--- config.mk ---
export PLATFORM = sky130hd
export DESIGN_NAME = rob_top
export DESIGN_NICKNAME = d
export VERILOG_FILES = /design/src/verilog/rob_pkg.sv /design/src/verilog/rob_result_if.sv /design/src/verilog/rob_commit.sv /design/src/verilog/rob_csr.sv /design/src/verilog/rob_table.sv /design/src/verilog/rob_top.sv
export SDC_FILE = /design/constraint.sdc
export NUM_CORES = 2
export LEC_CHECK = 0
export ABC_AREA = 1
export BUFFER_PORTS_ARGS = -buffer_cell sky130_fd_sc_hd__buf_2
export CAP_MARGIN = 40
export CORE_ASPECT_RATIO = 2
export CORE_MARGIN = 2
export CORE_UTILIZATION = 56
export CTS_CLUSTER_DIAMETER = 30
export DETAILED_ROUTE_END_ITERATION = 6
export PLACE_DENSITY = 0.83
export SLEW_MARGIN = 15
export SYNTH_ARGS = -nofsm -noshare
export SYNTH_HDL_FRONTEND = slang
export SYNTH_SLANG_ARGS = --single-unit
--- constraint.sdc ---
create_clock -name clk -period 4.4 [get_ports clk]
set_input_delay 0.44 -clock clk [delete_from_list [all_inputs] [get_ports clk]]
set_output_delay 0.44 -clock clk [all_outputs]
set_load 0.01 [all_outputs]
--- src/verilog/rob_pkg.sv ---
package rob_pkg;

    // buffer geometry
    localparam int rob_depth = 16;
    localparam int rob_idx_w = 4;
    // occupancy needs one more bit to hold a full buffer
    localparam int rob_cnt_w = rob_idx_w + 1;

    // datapath width, rv32
    localparam int xlen = 32;
    localparam int reg_addr_w = 5;

    // per-entry life cycle
    typedef enum logic [1:0] {
        st_empty = 2'd0,
        st_busy  = 2'd1,
        st_done  = 2'd2
    } rob_status_e;

    // one reorder buffer slot
    typedef struct packed {
        logic                  valid;
        rob_status_e           status;
        logic [xlen-1:0]       pc;
        logic [reg_addr_w-1:0] rd;
        logic                  rd_we;
        logic                  is_br;
        logic [xlen-1:0]       result;
        // only meaningful for branches
        logic                  mispredict;
        logic [xlen-1:0]       target;
    } rob_entry_t;

    // wishbone word addresses
    localparam int csr_adr_w = 2;
    localparam logic [csr_adr_w-1:0] csr_ctrl_addr    = 2'd0;
    localparam logic [csr_adr_w-1:0] csr_status_addr  = 2'd1;
    localparam logic [csr_adr_w-1:0] csr_commits_addr = 2'd2;
    localparam logic [csr_adr_w-1:0] csr_flushes_addr = 2'd3;

    // control register bits
    localparam int ctrl_en_bit  = 0;
    // write-one, self clearing
    localparam int ctrl_clr_bit = 1;

endpackage

--- src/verilog/rob_result_if.sv ---
`timescale 1ns/1ps

// one functional unit result bus
interface rob_result_if;

    logic                         valid;
    logic [rob_pkg::rob_idx_w-1:0] idx;
    logic [rob_pkg::xlen-1:0]      data;
    // branch only, tied low on alu
    logic                         mispredict;
    logic [rob_pkg::xlen-1:0]      target;

    // functional unit side
    modport drv (
        output valid,
        output idx,
        output data,
        output mispredict,
        output target
    );

    // reorder buffer side, no back-pressure
    modport rcv (
        input valid,
        input idx,
        input data,
        input mispredict,
        input target
    );

endinterface

--- src/verilog/rob_commit.sv ---
`timescale 1ns/1ps

module rob_commit (
    input  logic                           clk,
    input  logic                           arst_n_i,
    input  rob_pkg::rob_entry_t            head_i,
    input  logic                           head_valid_i,
    input  logic                           commit_en_i,
    output logic                           retire_o,
    output logic                           flush_o,
    output logic [rob_pkg::xlen-1:0]       redirect_pc_o,
    output logic                           commit_valid_o,
    output logic [rob_pkg::xlen-1:0]       commit_pc_o,
    output logic                           reg_we_o,
    output logic [rob_pkg::reg_addr_w-1:0] reg_addr_o,
    output logic [rob_pkg::xlen-1:0]       reg_data_o
);

    logic head_done;
    logic commit_valid_q;
    logic reg_we_q;
    logic flush_q;

    logic [rob_pkg::xlen-1:0]       commit_pc_q;
    logic [rob_pkg::reg_addr_w-1:0] reg_addr_q;
    logic [rob_pkg::xlen-1:0]       reg_data_q;
    logic [rob_pkg::xlen-1:0]       redirect_q;

    assign head_done = head_valid_i && head_i.valid && (head_i.status == rob_pkg::st_done);

    // one retire every other cycle, blocked while outputs are up
    assign retire_o = head_done && commit_en_i && !commit_valid_q;

    always_ff @(posedge clk or negedge arst_n_i) begin
        if (!arst_n_i) begin
            commit_valid_q <= 1'b0;
            reg_we_q       <= 1'b0;
            flush_q        <= 1'b0;
        end else begin
            commit_valid_q <= retire_o;
            // x0 is hardwired, never written
            reg_we_q       <= retire_o && head_i.rd_we && (head_i.rd != '0);
            // wrong path behind this branch
            flush_q        <= retire_o && head_i.is_br && head_i.mispredict;
        end
    end

    // writeback payload, qualified by the strobes above
    always_ff @(posedge clk) begin
        if (retire_o) begin
            commit_pc_q <= head_i.pc;
            reg_addr_q  <= head_i.rd;
            reg_data_q  <= head_i.result;
            redirect_q  <= head_i.target;
        end
    end

    assign commit_valid_o = commit_valid_q;
    assign commit_pc_o    = commit_pc_q;
    assign reg_we_o       = reg_we_q;
    assign reg_addr_o     = reg_addr_q;
    assign reg_data_o     = reg_data_q;
    assign flush_o        = flush_q;
    assign redirect_pc_o  = redirect_q;

    // table is empty right after the flush edge
    a_flush_empty: assert property (@(posedge clk) disable iff (!arst_n_i)
        flush_o |=> !head_valid_i)
        else $error("rob not emptied by flush");

endmodule

--- src/verilog/rob_csr.sv ---
`timescale 1ns/1ps

module rob_csr (
    input  logic                              clk,
    input  logic                              arst_n_i,
    input  logic                              wb_cyc_i,
    input  logic                              wb_stb_i,
    input  logic                              wb_we_i,
    input  logic [rob_pkg::csr_adr_w-1:0]     wb_adr_i,
    input  logic [rob_pkg::xlen-1:0]          wb_dat_i,
    output logic [rob_pkg::xlen-1:0]          wb_dat_o,
    output logic                              wb_ack_o,
    input  logic                              commit_evt_i,
    input  logic                              flush_evt_i,
    input  logic [rob_pkg::rob_cnt_w-1:0]     count_i,
    output logic                              commit_en_o
);

    logic                     ack_q;
    logic [rob_pkg::xlen-1:0] dat_q;
    logic                     commit_en_q;
    logic [rob_pkg::xlen-1:0] commit_cnt_q;
    logic [rob_pkg::xlen-1:0] flush_cnt_q;

    logic                     wb_req;
    logic                     ctrl_wr;
    logic                     cnt_clr;
    logic [rob_pkg::xlen-1:0] rdata;

    assign wb_req  = wb_cyc_i && wb_stb_i;
    // writes land on the ack cycle
    assign ctrl_wr = wb_req && wb_we_i && ack_q && (wb_adr_i == rob_pkg::csr_ctrl_addr);
    assign cnt_clr = ctrl_wr && wb_dat_i[rob_pkg::ctrl_clr_bit];

    // read mux
    always_comb begin
        case (wb_adr_i)
            rob_pkg::csr_ctrl_addr: begin
                rdata = '0;
                rdata[rob_pkg::ctrl_en_bit] = commit_en_q;
            end
            rob_pkg::csr_status_addr:  rdata = rob_pkg::xlen'(count_i);
            rob_pkg::csr_commits_addr: rdata = commit_cnt_q;
            default:                   rdata = flush_cnt_q;
        endcase
    end

    always_ff @(posedge clk or negedge arst_n_i) begin
        if (!arst_n_i) begin
            ack_q        <= 1'b0;
            commit_en_q  <= 1'b1;
            commit_cnt_q <= '0;
            flush_cnt_q  <= '0;
        end else begin
            // single cycle ack, one cycle after the request
            ack_q <= wb_req && !ack_q;
            if (ctrl_wr) begin
                commit_en_q <= wb_dat_i[rob_pkg::ctrl_en_bit];
            end
            // clear takes priority over a same cycle event
            if (cnt_clr) begin
                commit_cnt_q <= '0;
                flush_cnt_q  <= '0;
            end else begin
                if (commit_evt_i) begin
                    commit_cnt_q <= commit_cnt_q + 1'b1;
                end
                if (flush_evt_i) begin
                    flush_cnt_q <= flush_cnt_q + 1'b1;
                end
            end
        end
    end

    // read data sampled with the request, shown with ack
    always_ff @(posedge clk) begin
        if (wb_req && !ack_q) begin
            dat_q <= rdata;
        end
    end

    assign wb_ack_o    = ack_q;
    assign wb_dat_o    = dat_q;
    assign commit_en_o = commit_en_q;

    // classic handshake, master keeps cyc and stb up until ack
    a_req_held: assert property (@(posedge clk) disable iff (!arst_n_i)
        wb_ack_o |-> wb_req)
        else $error("wishbone request dropped before ack");

endmodule

--- src/verilog/rob_table.sv ---
`timescale 1ns/1ps

module rob_table (
    input  logic                               clk,
    input  logic                               arst_n_i,
    input  logic                               disp_valid_i,
    input  logic [rob_pkg::xlen-1:0]           disp_pc_i,
    input  logic [rob_pkg::reg_addr_w-1:0]     disp_rd_i,
    input  logic                               disp_we_i,
    input  logic                               disp_is_br_i,
    output logic                               disp_ready_o,
    output logic [rob_pkg::rob_idx_w-1:0]      disp_idx_o,
    rob_result_if.rcv                          alu_res,
    rob_result_if.rcv                          br_res,
    input  logic                               retire_i,
    input  logic                               flush_i,
    output rob_pkg::rob_entry_t                head_o,
    output logic                               head_valid_o,
    output logic [rob_pkg::rob_cnt_w-1:0]      count_o
);

    // control state
    logic [rob_pkg::rob_idx_w-1:0] head_q;
    logic [rob_pkg::rob_idx_w-1:0] tail_q;
    logic [rob_pkg::rob_cnt_w-1:0] count_q;
    rob_pkg::rob_status_e          status_q [rob_pkg::rob_depth];

    // payload storage
    logic [rob_pkg::xlen-1:0]       pc_q     [rob_pkg::rob_depth];
    logic [rob_pkg::reg_addr_w-1:0] rd_q     [rob_pkg::rob_depth];
    logic                           we_q     [rob_pkg::rob_depth];
    logic                           is_br_q  [rob_pkg::rob_depth];
    logic [rob_pkg::xlen-1:0]       result_q [rob_pkg::rob_depth];
    logic                           misp_q   [rob_pkg::rob_depth];
    logic [rob_pkg::xlen-1:0]       target_q [rob_pkg::rob_depth];

    logic full;
    logic disp_fire;

    assign full = (count_q == rob_pkg::rob_cnt_w'(rob_pkg::rob_depth));
    // no allocation while the buffer is being emptied
    assign disp_ready_o = !full && !flush_i;
    assign disp_fire    = disp_valid_i && disp_ready_o;
    // tag handed back in the accepting cycle
    assign disp_idx_o   = tail_q;

    assign count_o      = count_q;
    assign head_valid_o = (count_q != '0);

    always_ff @(posedge clk or negedge arst_n_i) begin
        if (!arst_n_i) begin
            for (int i = 0; i < rob_pkg::rob_depth; i++) begin
                status_q[i] <= rob_pkg::st_empty;
            end
            head_q  <= '0;
            tail_q  <= '0;
            count_q <= '0;
        end else if (flush_i) begin
            // mispredict, drop everything in flight
            for (int i = 0; i < rob_pkg::rob_depth; i++) begin
                status_q[i] <= rob_pkg::st_empty;
            end
            head_q  <= '0;
            tail_q  <= '0;
            count_q <= '0;
        end else begin
            // writeback marks the entry done
            if (alu_res.valid) begin
                status_q[alu_res.idx] <= rob_pkg::st_done;
            end
            if (br_res.valid) begin
                status_q[br_res.idx] <= rob_pkg::st_done;
            end
            // depth is a power of two so pointers wrap on their own
            if (retire_i) begin
                status_q[head_q] <= rob_pkg::st_empty;
                head_q           <= head_q + 1'b1;
            end
            if (disp_fire) begin
                status_q[tail_q] <= rob_pkg::st_busy;
                tail_q           <= tail_q + 1'b1;
            end
            case ({disp_fire, retire_i})
                2'b10:   count_q <= count_q + 1'b1;
                2'b01:   count_q <= count_q - 1'b1;
                default: count_q <= count_q;
            endcase
        end
    end

    always_ff @(posedge clk) begin
        if (disp_fire) begin
            pc_q[tail_q]    <= disp_pc_i;
            rd_q[tail_q]    <= disp_rd_i;
            we_q[tail_q]    <= disp_we_i;
            is_br_q[tail_q] <= disp_is_br_i;
            misp_q[tail_q]  <= 1'b0;
        end
        if (alu_res.valid) begin
            result_q[alu_res.idx] <= alu_res.data;
        end
        // branch bus also brings the resolved direction
        if (br_res.valid) begin
            result_q[br_res.idx] <= br_res.data;
            misp_q[br_res.idx]   <= br_res.mispredict;
            target_q[br_res.idx] <= br_res.target;
        end
    end

    // head entry view for commit
    always_comb begin
        head_o.valid      = (status_q[head_q] != rob_pkg::st_empty);
        head_o.status     = status_q[head_q];
        head_o.pc         = pc_q[head_q];
        head_o.rd         = rd_q[head_q];
        head_o.rd_we      = we_q[head_q];
        head_o.is_br      = is_br_q[head_q];
        head_o.result     = result_q[head_q];
        head_o.mispredict = misp_q[head_q];
        head_o.target     = target_q[head_q];
    end

    // results only for allocated entries
    a_alu_live: assert property (@(posedge clk) disable iff (!arst_n_i)
        alu_res.valid |-> status_q[alu_res.idx] != rob_pkg::st_empty)
        else $error("alu result for empty rob entry %0d", alu_res.idx);

    a_br_live: assert property (@(posedge clk) disable iff (!arst_n_i)
        br_res.valid |-> status_q[br_res.idx] != rob_pkg::st_empty)
        else $error("branch result for empty rob entry %0d", br_res.idx);

    a_count_max: assert property (@(posedge clk) disable iff (!arst_n_i)
        count_q <= rob_pkg::rob_cnt_w'(rob_pkg::rob_depth))
        else $error("rob occupancy overflow %0d", count_q);

    // commit stage must wait for completion
    a_retire_done: assert property (@(posedge clk) disable iff (!arst_n_i)
        retire_i |-> head_valid_o && status_q[head_q] == rob_pkg::st_done)
        else $error("retire of head %0d before done", head_q);

endmodule

--- src/verilog/rob_top.sv ---
`timescale 1ns/1ps

module rob_top (
    input  logic                              clk,
    input  logic                              arst_n_i,
    // dispatch
    input  logic                              disp_valid_i,
    input  logic [rob_pkg::xlen-1:0]          disp_pc_i,
    input  logic [rob_pkg::reg_addr_w-1:0]    disp_rd_i,
    input  logic                              disp_we_i,
    input  logic                              disp_is_br_i,
    output logic                              disp_ready_o,
    output logic [rob_pkg::rob_idx_w-1:0]     disp_idx_o,
    // alu result bus
    input  logic                              alu_valid_i,
    input  logic [rob_pkg::rob_idx_w-1:0]     alu_idx_i,
    input  logic [rob_pkg::xlen-1:0]          alu_data_i,
    // branch result bus
    input  logic                              br_valid_i,
    input  logic [rob_pkg::rob_idx_w-1:0]     br_idx_i,
    input  logic [rob_pkg::xlen-1:0]          br_data_i,
    input  logic                              br_mispredict_i,
    input  logic [rob_pkg::xlen-1:0]          br_target_i,
    // commit
    output logic                              commit_valid_o,
    output logic [rob_pkg::xlen-1:0]          commit_pc_o,
    output logic                              reg_we_o,
    output logic [rob_pkg::reg_addr_w-1:0]    reg_addr_o,
    output logic [rob_pkg::xlen-1:0]          reg_data_o,
    output logic                              flush_o,
    output logic [rob_pkg::xlen-1:0]          redirect_pc_o,
    // wishbone slave
    input  logic                              wb_cyc_i,
    input  logic                              wb_stb_i,
    input  logic                              wb_we_i,
    input  logic [rob_pkg::csr_adr_w-1:0]     wb_adr_i,
    input  logic [rob_pkg::xlen-1:0]          wb_dat_i,
    output logic [rob_pkg::xlen-1:0]          wb_dat_o,
    output logic                              wb_ack_o
);

    rob_result_if alu_bus ();
    rob_result_if br_bus ();

    rob_pkg::rob_entry_t           head;
    logic                          head_valid;
    logic                          retire;
    logic                          commit_en;
    logic [rob_pkg::rob_cnt_w-1:0] count;

    assign alu_bus.valid      = alu_valid_i;
    assign alu_bus.idx        = alu_idx_i;
    assign alu_bus.data       = alu_data_i;
    // alu never redirects
    assign alu_bus.mispredict = 1'b0;
    assign alu_bus.target     = '0;

    assign br_bus.valid       = br_valid_i;
    assign br_bus.idx         = br_idx_i;
    assign br_bus.data        = br_data_i;
    assign br_bus.mispredict  = br_mispredict_i;
    assign br_bus.target      = br_target_i;

    rob_table rob_table_inst (
        .clk          (clk),
        .arst_n_i     (arst_n_i),
        .disp_valid_i (disp_valid_i),
        .disp_pc_i    (disp_pc_i),
        .disp_rd_i    (disp_rd_i),
        .disp_we_i    (disp_we_i),
        .disp_is_br_i (disp_is_br_i),
        .disp_ready_o (disp_ready_o),
        .disp_idx_o   (disp_idx_o),
        .alu_res      (alu_bus),
        .br_res       (br_bus),
        .retire_i     (retire),
        .flush_i      (flush_o),
        .head_o       (head),
        .head_valid_o (head_valid),
        .count_o      (count)
    );

    rob_commit rob_commit_inst (
        .clk            (clk),
        .arst_n_i       (arst_n_i),
        .head_i         (head),
        .head_valid_i   (head_valid),
        .commit_en_i    (commit_en),
        .retire_o       (retire),
        .flush_o        (flush_o),
        .redirect_pc_o  (redirect_pc_o),
        .commit_valid_o (commit_valid_o),
        .commit_pc_o    (commit_pc_o),
        .reg_we_o       (reg_we_o),
        .reg_addr_o     (reg_addr_o),
        .reg_data_o     (reg_data_o)
    );

    // counters see the registered commit and flush strobes
    rob_csr rob_csr_inst (
        .clk          (clk),
        .arst_n_i     (arst_n_i),
        .wb_cyc_i     (wb_cyc_i),
        .wb_stb_i     (wb_stb_i),
        .wb_we_i      (wb_we_i),
        .wb_adr_i     (wb_adr_i),
        .wb_dat_i     (wb_dat_i),
        .wb_dat_o     (wb_dat_o),
        .wb_ack_o     (wb_ack_o),
        .commit_evt_i (commit_valid_o),
        .flush_evt_i  (flush_o),
        .count_i      (count),
        .commit_en_o  (commit_en)
    );

endmodule
# == Word-level counts from Yosys, hierarchy flattened ==
# Memories as Yosys holds them, arrays and structs flattened. A register that Yosys moved wholly into a read port is not among the register bits.
# Cells that the tools add are included.
# word_totals
output_inout_bits,142
ramBits,1664
elab_cells,139
ff_bits,151
mem_count,7
# op_classes
bitwise_logic,15
eq_ne,6
n_addsub,6
n_lt_le_gt_ge,8
muxes,36
reduce_logical,33
# memory_table
name,words,word_bits,read_ports,rd_ports_with_merged_regs,wr,line_no,source
rob_table_inst.pc_q,16,32,1,1,1,rob_table.sv:29,logic [rob_pkg::xlen-1:0] pc_q [rob_pkg::rob_depth];
rob_table_inst.result_q,16,32,1,1,2,rob_table.sv:33,logic [rob_pkg::xlen-1:0] result_q [rob_pkg::rob_depth];
rob_table_inst.target_q,16,32,1,1,1,rob_table.sv:35,logic [rob_pkg::xlen-1:0] target_q [rob_pkg::rob_depth];
rob_table_inst.rd_q,16,5,1,0,1,rob_table.sv:30,logic [rob_pkg::reg_addr_w-1:0] rd_q [rob_pkg::rob_depth];
rob_table_inst.is_br_q,16,1,1,0,1,rob_table.sv:32,logic is_br_q [rob_pkg::rob_depth];
rob_table_inst.misp_q,16,1,1,0,2,rob_table.sv:34,logic misp_q [rob_pkg::rob_depth];
1 more memories,n/a,n/a,n/a,n/a,n/a,n/a,
# op_table
operator,n
$mux 32,12
$pmux 32 s3,1
$add 32x1->32 const B,2
$and 16x16->16,3
$not 16->16,3
$or 16x16->16,3
$and 32x32->32,1
$demux 2 s4,4
$not 32->32,1
$ge 5x5->1 const B,4
$logic_and 1x1->1,20
$lt 5x1->1 const B,4
$not 4->5,4
$mux 4,4
$mux 2,6
$pmux 5 s2,1
$reduce_bool 2->1,5
$reduce_bool 5->1,2
$add 4x1->4 const B,2
$bmux 2 s4,1
$eq 2x2->1 const B,3
$mux 1,6
$add 5x1->5 const B,1
$eq 5x5->1 const B,1
6 further kinds,10

# == Depth between registers and ports, before layout ==
# logic_depth
depth_word,18
mapped_depth,21

# == Cells and area by module ==
# From an unflattened synthesis, not the netlist that was laid out.
# hier_totals
hier_cells,7125
area_unflattened_um2,80506.0
# by_module_without_submodules
module,area_each_um2,instances,cells_each
rob_table,72079.1,1,6342
rob_csr,5251.3,1,662
rob_commit,3171.8,1,120
rob_top,3.8,1,1

# == Worst setup path before layout ==
# No wires, ideal clock.
# synth_timing
kind,reg-to-reg
from,"register rob_commit_inst.flush_q, in the netlist rob_commit_inst.flush_o"
to,"memory rob_table_inst.misp_q[13], enable pin"
path_stages_with_launch,8
t_required_ps,4097
t_arrival_ps,4016
path_buffers,0
slack_ps,82
period_less_slack_ps,4318
cell_sequence,dfrtp_1 inv_1 o21ai_0 inv_1 nand2_2 nor3_1 inv_1 nand2_1
# synth_lines
item,line_no,source
start: declaration,rob_commit.sv:22,logic flush_q;
start signal: assignment,rob_commit.sv:44,flush_q <= retire_o && head_i.is_br && head_i.mispredict;
end: declaration,rob_table.sv:34,

# == Final worst setup path ==
# layout_timing
from,register rob_table_inst.head_q[0] (netlist name)
to,"register rob_table_inst.count_q, in the netlist rob_table_inst.count_o[4]"
# layout_between
elab_chain_len,12
# layout_rtl
item,line_no,source
start: declaration,rob_table.sv:23,logic [rob_pkg::rob_idx_w-1:0] head_q;
start signal: assignment,rob_table.sv:77,head_q <= head_q + 1'b1;
$not 4->5 (implied by the code) *,"rob_table.sv:112, rob_table.sv:113",
$bmux 2 s4 *,"rob_table.sv:112, rob_table.sv:113",
$mux 2 (implied by the code) * (2 in a row),"rob_table.sv:112, rob_table.sv:113",
$reduce_bool 2->1,rob_table.sv:112,head_o.valid = (status_q[head_q] != rob_pkg::st_empty);
$logic_and 1x1->1,rob_commit.sv:29,assign head_done = head_valid_i && head_i.valid && (head_i.status == rob_pkg::st_done);
$logic_and 1x1->1 *,rob_commit.sv:29,
$logic_and 1x1->1 * (2 in a row),rob_commit.sv:32,assign retire_o = head_done && commit_en_i && !commit_valid_q;
named net retire,rob_top.sv:47,logic retire;
$eq 2x1->1 or $eq 2x2->1 (tied branches),rob_table.sv:83,"case ({disp_fire, retire_i})"
$pmux 5 s2,rob_table.sv:83,
$mux 5,rob_table.sv:58,end else if (flush_i) begin
end signal: assignment,rob_table.sv:84,2'b10: count_q <= count_q + 1'b1;
end signal: assignment,rob_table.sv:85,2'b01: count_q <= count_q - 1'b1;
end signal: assignment,rob_table.sv:86,default: count_q <= count_q;
end: declaration,rob_table.sv:25,logic [rob_pkg::rob_cnt_w-1:0] count_q;
# Mark *: on every way through the listed nets, which the timed path passes. The rest lies on a longest branch. The select of a mux whose other input is x is not followed.
# A chain may end at the register's enable or synchronous reset.

==> impl_metrics.json <==
{
  "drc": 0,
  "gp_congestion": 0.899,
  "fillCellCount": 10008,
  "pre_cts_ws_ns": 0.637,
  "fin_crit_ns": 3.81,
  "r2r_cells": 17,
  "clock_tree.root_cell": "clkbuf_16",
  "area_delta_synth_final_pct": 14.3,
  "cp-end-kind": "flop",
  "cts_made_buffers": 204,
  "gr-total-overflow": 0,
  "cts.sinks": 1911,
  "antenna_found_initial": 35,
  "fin_skew_ns": 0.0502,
  "grt_pass1_vias": 59840,
  "synth_seq_cells": 1911,
  "die_x_um": 272,
  "io_buffers": 297,
  "yosys_most_used_dff": "edfxtp_1",
  "synth_nets": 7365,
  "fmax_ghz": 0.262,
  "status": "finished, final reports clean",
  "cp_max_fo": 101,
  "ios": 328,
  "core_mm2": 0.143,
  "ys_seq_area_share_pct": 70.5,
  "crit_arrival_ns": 4.51,
  "vias": 60074,
  "rsz0062_at_grt": "no",
  "seq_area_mm2": 0.0568,
  "wl_per_cell_um": 24.4,
  "synth_edf_count": 1797,
  "h-tree-depth": 4,
  "cts_tree": "yes",
  "fin_nets": 7591,
  "cp.required_ns": 5.10,
  "crit_type": "flop to flop",
  "drv_cap": 0,
  "async_flop_share_pct": 5.97,
  "tightest_slew_ns": 0.950,
  "path_clk_slew_ns": 0.07,
  "reg2reg_from": "rob_table_inst.head_q[0]$_DFFE_PN0P_",
  "tns_ns": 0,
  "drt_iter0_markers": 8000,
  "avgSynthCellArea_um2": 11.2,
  "drt-total-wl_um": 230000,
  "peakVddDrop_mv": 0.472,
  "setup_viol": 0,
  "dieArea_mm2": 0.147,
  "fin_ws_ns": 0.585,
  "p_leak_nw": 31.9,
  "clock_path_buffers": 4,
  "synth.distinct_cells": 49,
  "final_antenna_net_count": 0,
  "synthesis.area_mm2": 0.0806,
  "die_h_um": 540,
  "hold_viol_final": 0,
  "insertion_delay_ns": 0.85,
  "startpoint": "rob_table_inst.head_q[0]$_DFFE_PN0P_",
  "num_rows": 196,
  "dr.pass1.iters": 6,
  "place_hpwl_um": 126000,
  "hp-class": "input pin to flop",
  "yosysWarnings": 0,
  "grt_max_degree": 209,
  "slew_headroom_pct": 36.7,
  "drive_above_1_share_pct": 11.2,
  "p_per_area_mw_per_mm2": 588,
  "critPathLaunchType": "flop",
  "grt_use_total_pct": 30.6,
  "multi_input_comb_area_mm2": 0.0207,
  "synth_cells": 7165,
  "finalMaxSlewViolations": 0,
  "fin_crit_sh_pct": 86.7,
  "grt_pass1_wl_um": 342000,
  "vias_per_cell": 6.35,
  "hold_start": "br_data_i[12]",
  "hold_path_depth": 3,
  "start_util_pct": 56.5
}
-- logic make-up (layout without fill, tap and decap cells) --
| kind of cell | Yosys count | after routing | share of synthesized area (%) |
|---|---|---|---|
| AOI/OAI and AO/OA | 1900 | 1900 | 12.5 |
| xor gates and xnor gates | 13 | 13 | 0.141 |
| adders and majority gates | 14 | 14 | 0.217 |
| buffers and inverters | 826 | 1215 | 4.16 |
| DFF | 1911 | 1911 | 70.5 |
| other | 0 | 19 | 0 |
| and+or+nand+nor | 2501 | 2501 | 12.5 |
-- metal layers --
metal / track usage, % / routed length (um) / vias up
met4: 19.7 / 15300 / 40
met1: 35.4 / 75700 / 28660
met5: 0 / 238 / -
met2: 52.0 / 114000 / 4391
li1: - / - / 25967
met3: 5.65 / 25000 / 1016
-- layout make-up --
type	instances	share of cell area, %
diodes	19	0.0516
clock buffers	230	5.75
clock inverters	139	1.73
inverters	306	1.28
multi-input cells	4428	22.4
flip-flops and latches	1911	61.7
well taps	1881	2.56
repair buffers	540	4.52
-- cell usage after synthesis (all sizes together) (3+ instances only) --
cell type     n  area [um2]
o22ai       415        2600
a21oi        66         330
nor3         30         155
nor2       1013        3830
o21ai      1400        7010
nand3       108         601
a22o          4        35.0
xor2         11        96.3
edfxtp     1797       54000
nor3b         4        35.0
or2           3        18.8
dfrtp       113        2830
nand4       124         776
a211oi        4        30.0
inv         304        1140
buf         162         858
a22oi         3        22.5
nand2      1209        4550
nor4          5        37.5
ha           14         175
clkbuf      358        1340
-- critical path: stages, from the launching register on --
cell	delay (ns)
dfrtp_4	0.71
inv_16	0.38
nand2_1	0.10
nand3_1	0.09
nand2_1	0.06
nand2_1	0.07
nand3_2	0.14
nor2_8	0.30
nand2_2	0.17
inv_6	0.28
ha_1	0.34
xor2_1	0.23
ha_1	0.18
a21o_1	0.12
nand3_1	0.08
o211ai_1	0.12
xor2_1	0.19
o22ai_1	0.08
-- through the flow --
step / total power, mW / hold slack, ns / std cells / area (um2) / util, %
2_1_floorplan: 31.8 / 0.144 / 7165 / 80600 / -
3_3_place_gp: 35.7 / 0.447 / 8936 / 83500 / 58.5
3_5_place_dp: 36.4 / 0.312 / 8956 / 84000 / 58.9
4_1_cts: 53.9 / 0.0113 / 9432 / 92000 / 64.5
5_1_grt: 56.1 / 0.0856 / 9443 / 92100 / 64.5
6_report: 54.2 / 0.0571 / 9454 / 92100 / 64.5
-- power by group --
part	leakage, nW	internal (mW)	switching [mW]
combinational	10.8	3.95	9.88
clock	3.33	9.99	7.52
sequential	17.8	22.0	0.804
total	31.9	36.0	18.2
-- registers in the layout, summed over array words and instances, names as in the netlist, 5 cells and up --
| register | count |
|---|---|
| rob_table_inst.status_q | 32 |
| rob_csr_inst.wb_dat_o | 32 |
| rob_commit_inst.commit_pc_o | 32 |
| rob_table_inst.target_q | 512 |
| rob_csr_inst.commit_cnt_q | 32 |
| rob_csr_inst.flush_cnt_q | 32 |
| rob_commit_inst.reg_addr_o | 5 |
| rob_table_inst.misp_q | 16 |
| rob_table_inst.we_q | 16 |
| rob_table_inst.result_q | 512 |
| rob_commit_inst.reg_data_o | 32 |
| rob_commit_inst.redirect_pc_o | 32 |
| rob_table_inst.pc_q | 512 |
| rob_table_inst.count_o | 5 |
| rob_table_inst.is_br_q | 16 |
| rob_table_inst.rd_q | 80 |
-- worst paths after layout --
check	end	slack, ns
setup / recovery	rob_table_inst.count_o[4]$_DFFE_PN0P_	0.59
hold / removal	rob_table_inst.result_q[10][12]$_DFFE_PP_	0.06
setup reg to reg	rob_table_inst.count_o[4]$_DFFE_PN0P_	0.59
min in group asynchronous	rob_csr_inst.commit_en_o$_DFFE_PN1P_	0.17
hold reg to reg	rob_csr_inst.commit_cnt_q[13]$_DFFE_PN0P_	0.48
max in group asynchronous	rob_csr_inst.commit_cnt_q[19]$_DFFE_PN0P_	3.23
-- placed cells by master (no fill, tap or decap), types with 5 or more instances in the layout --
cell type / count
o22ai_1: 415
edfxtp_1: 1797
nor2_2: 5
ha_1: 14
inv_6: 31
inv_2: 15
nor3_1: 27
o21ai_0: 1376
dfrtp_1: 111
nand4_1: 124
clkinv_8: 14
buf_12: 21
clkbuf_16: 205
clkinv_1: 35
clkinv_4: 12
clkinv_2: 18
a21oi_1: 66
buf_2: 296
buf_4: 100
buf_16: 16
clkbuf_1: 18
inv_8: 7
nand2_2: 7
xor2_1: 11
o21ai_4: 8
nand3_2: 12
clkbuf_8: 7
nor2_4: 17
dlygate4sd3_1: 107
inv_1: 273
nand2_1: 1201
nand3_1: 96
clkinvlp_4: 15
diode_2: 19
o21ai_1: 16
bufinv_16: 19
nor2_1: 990
-- repair_timing --
item / in CTS / in global routing
hold buffers: 107 / 0
endpoints found under the hold margin: 1307 / 0
gates resized for setup: 0 / 0
setup buffers: 0 / 0
No activity file was read; power rests on OpenSTA's default activity.
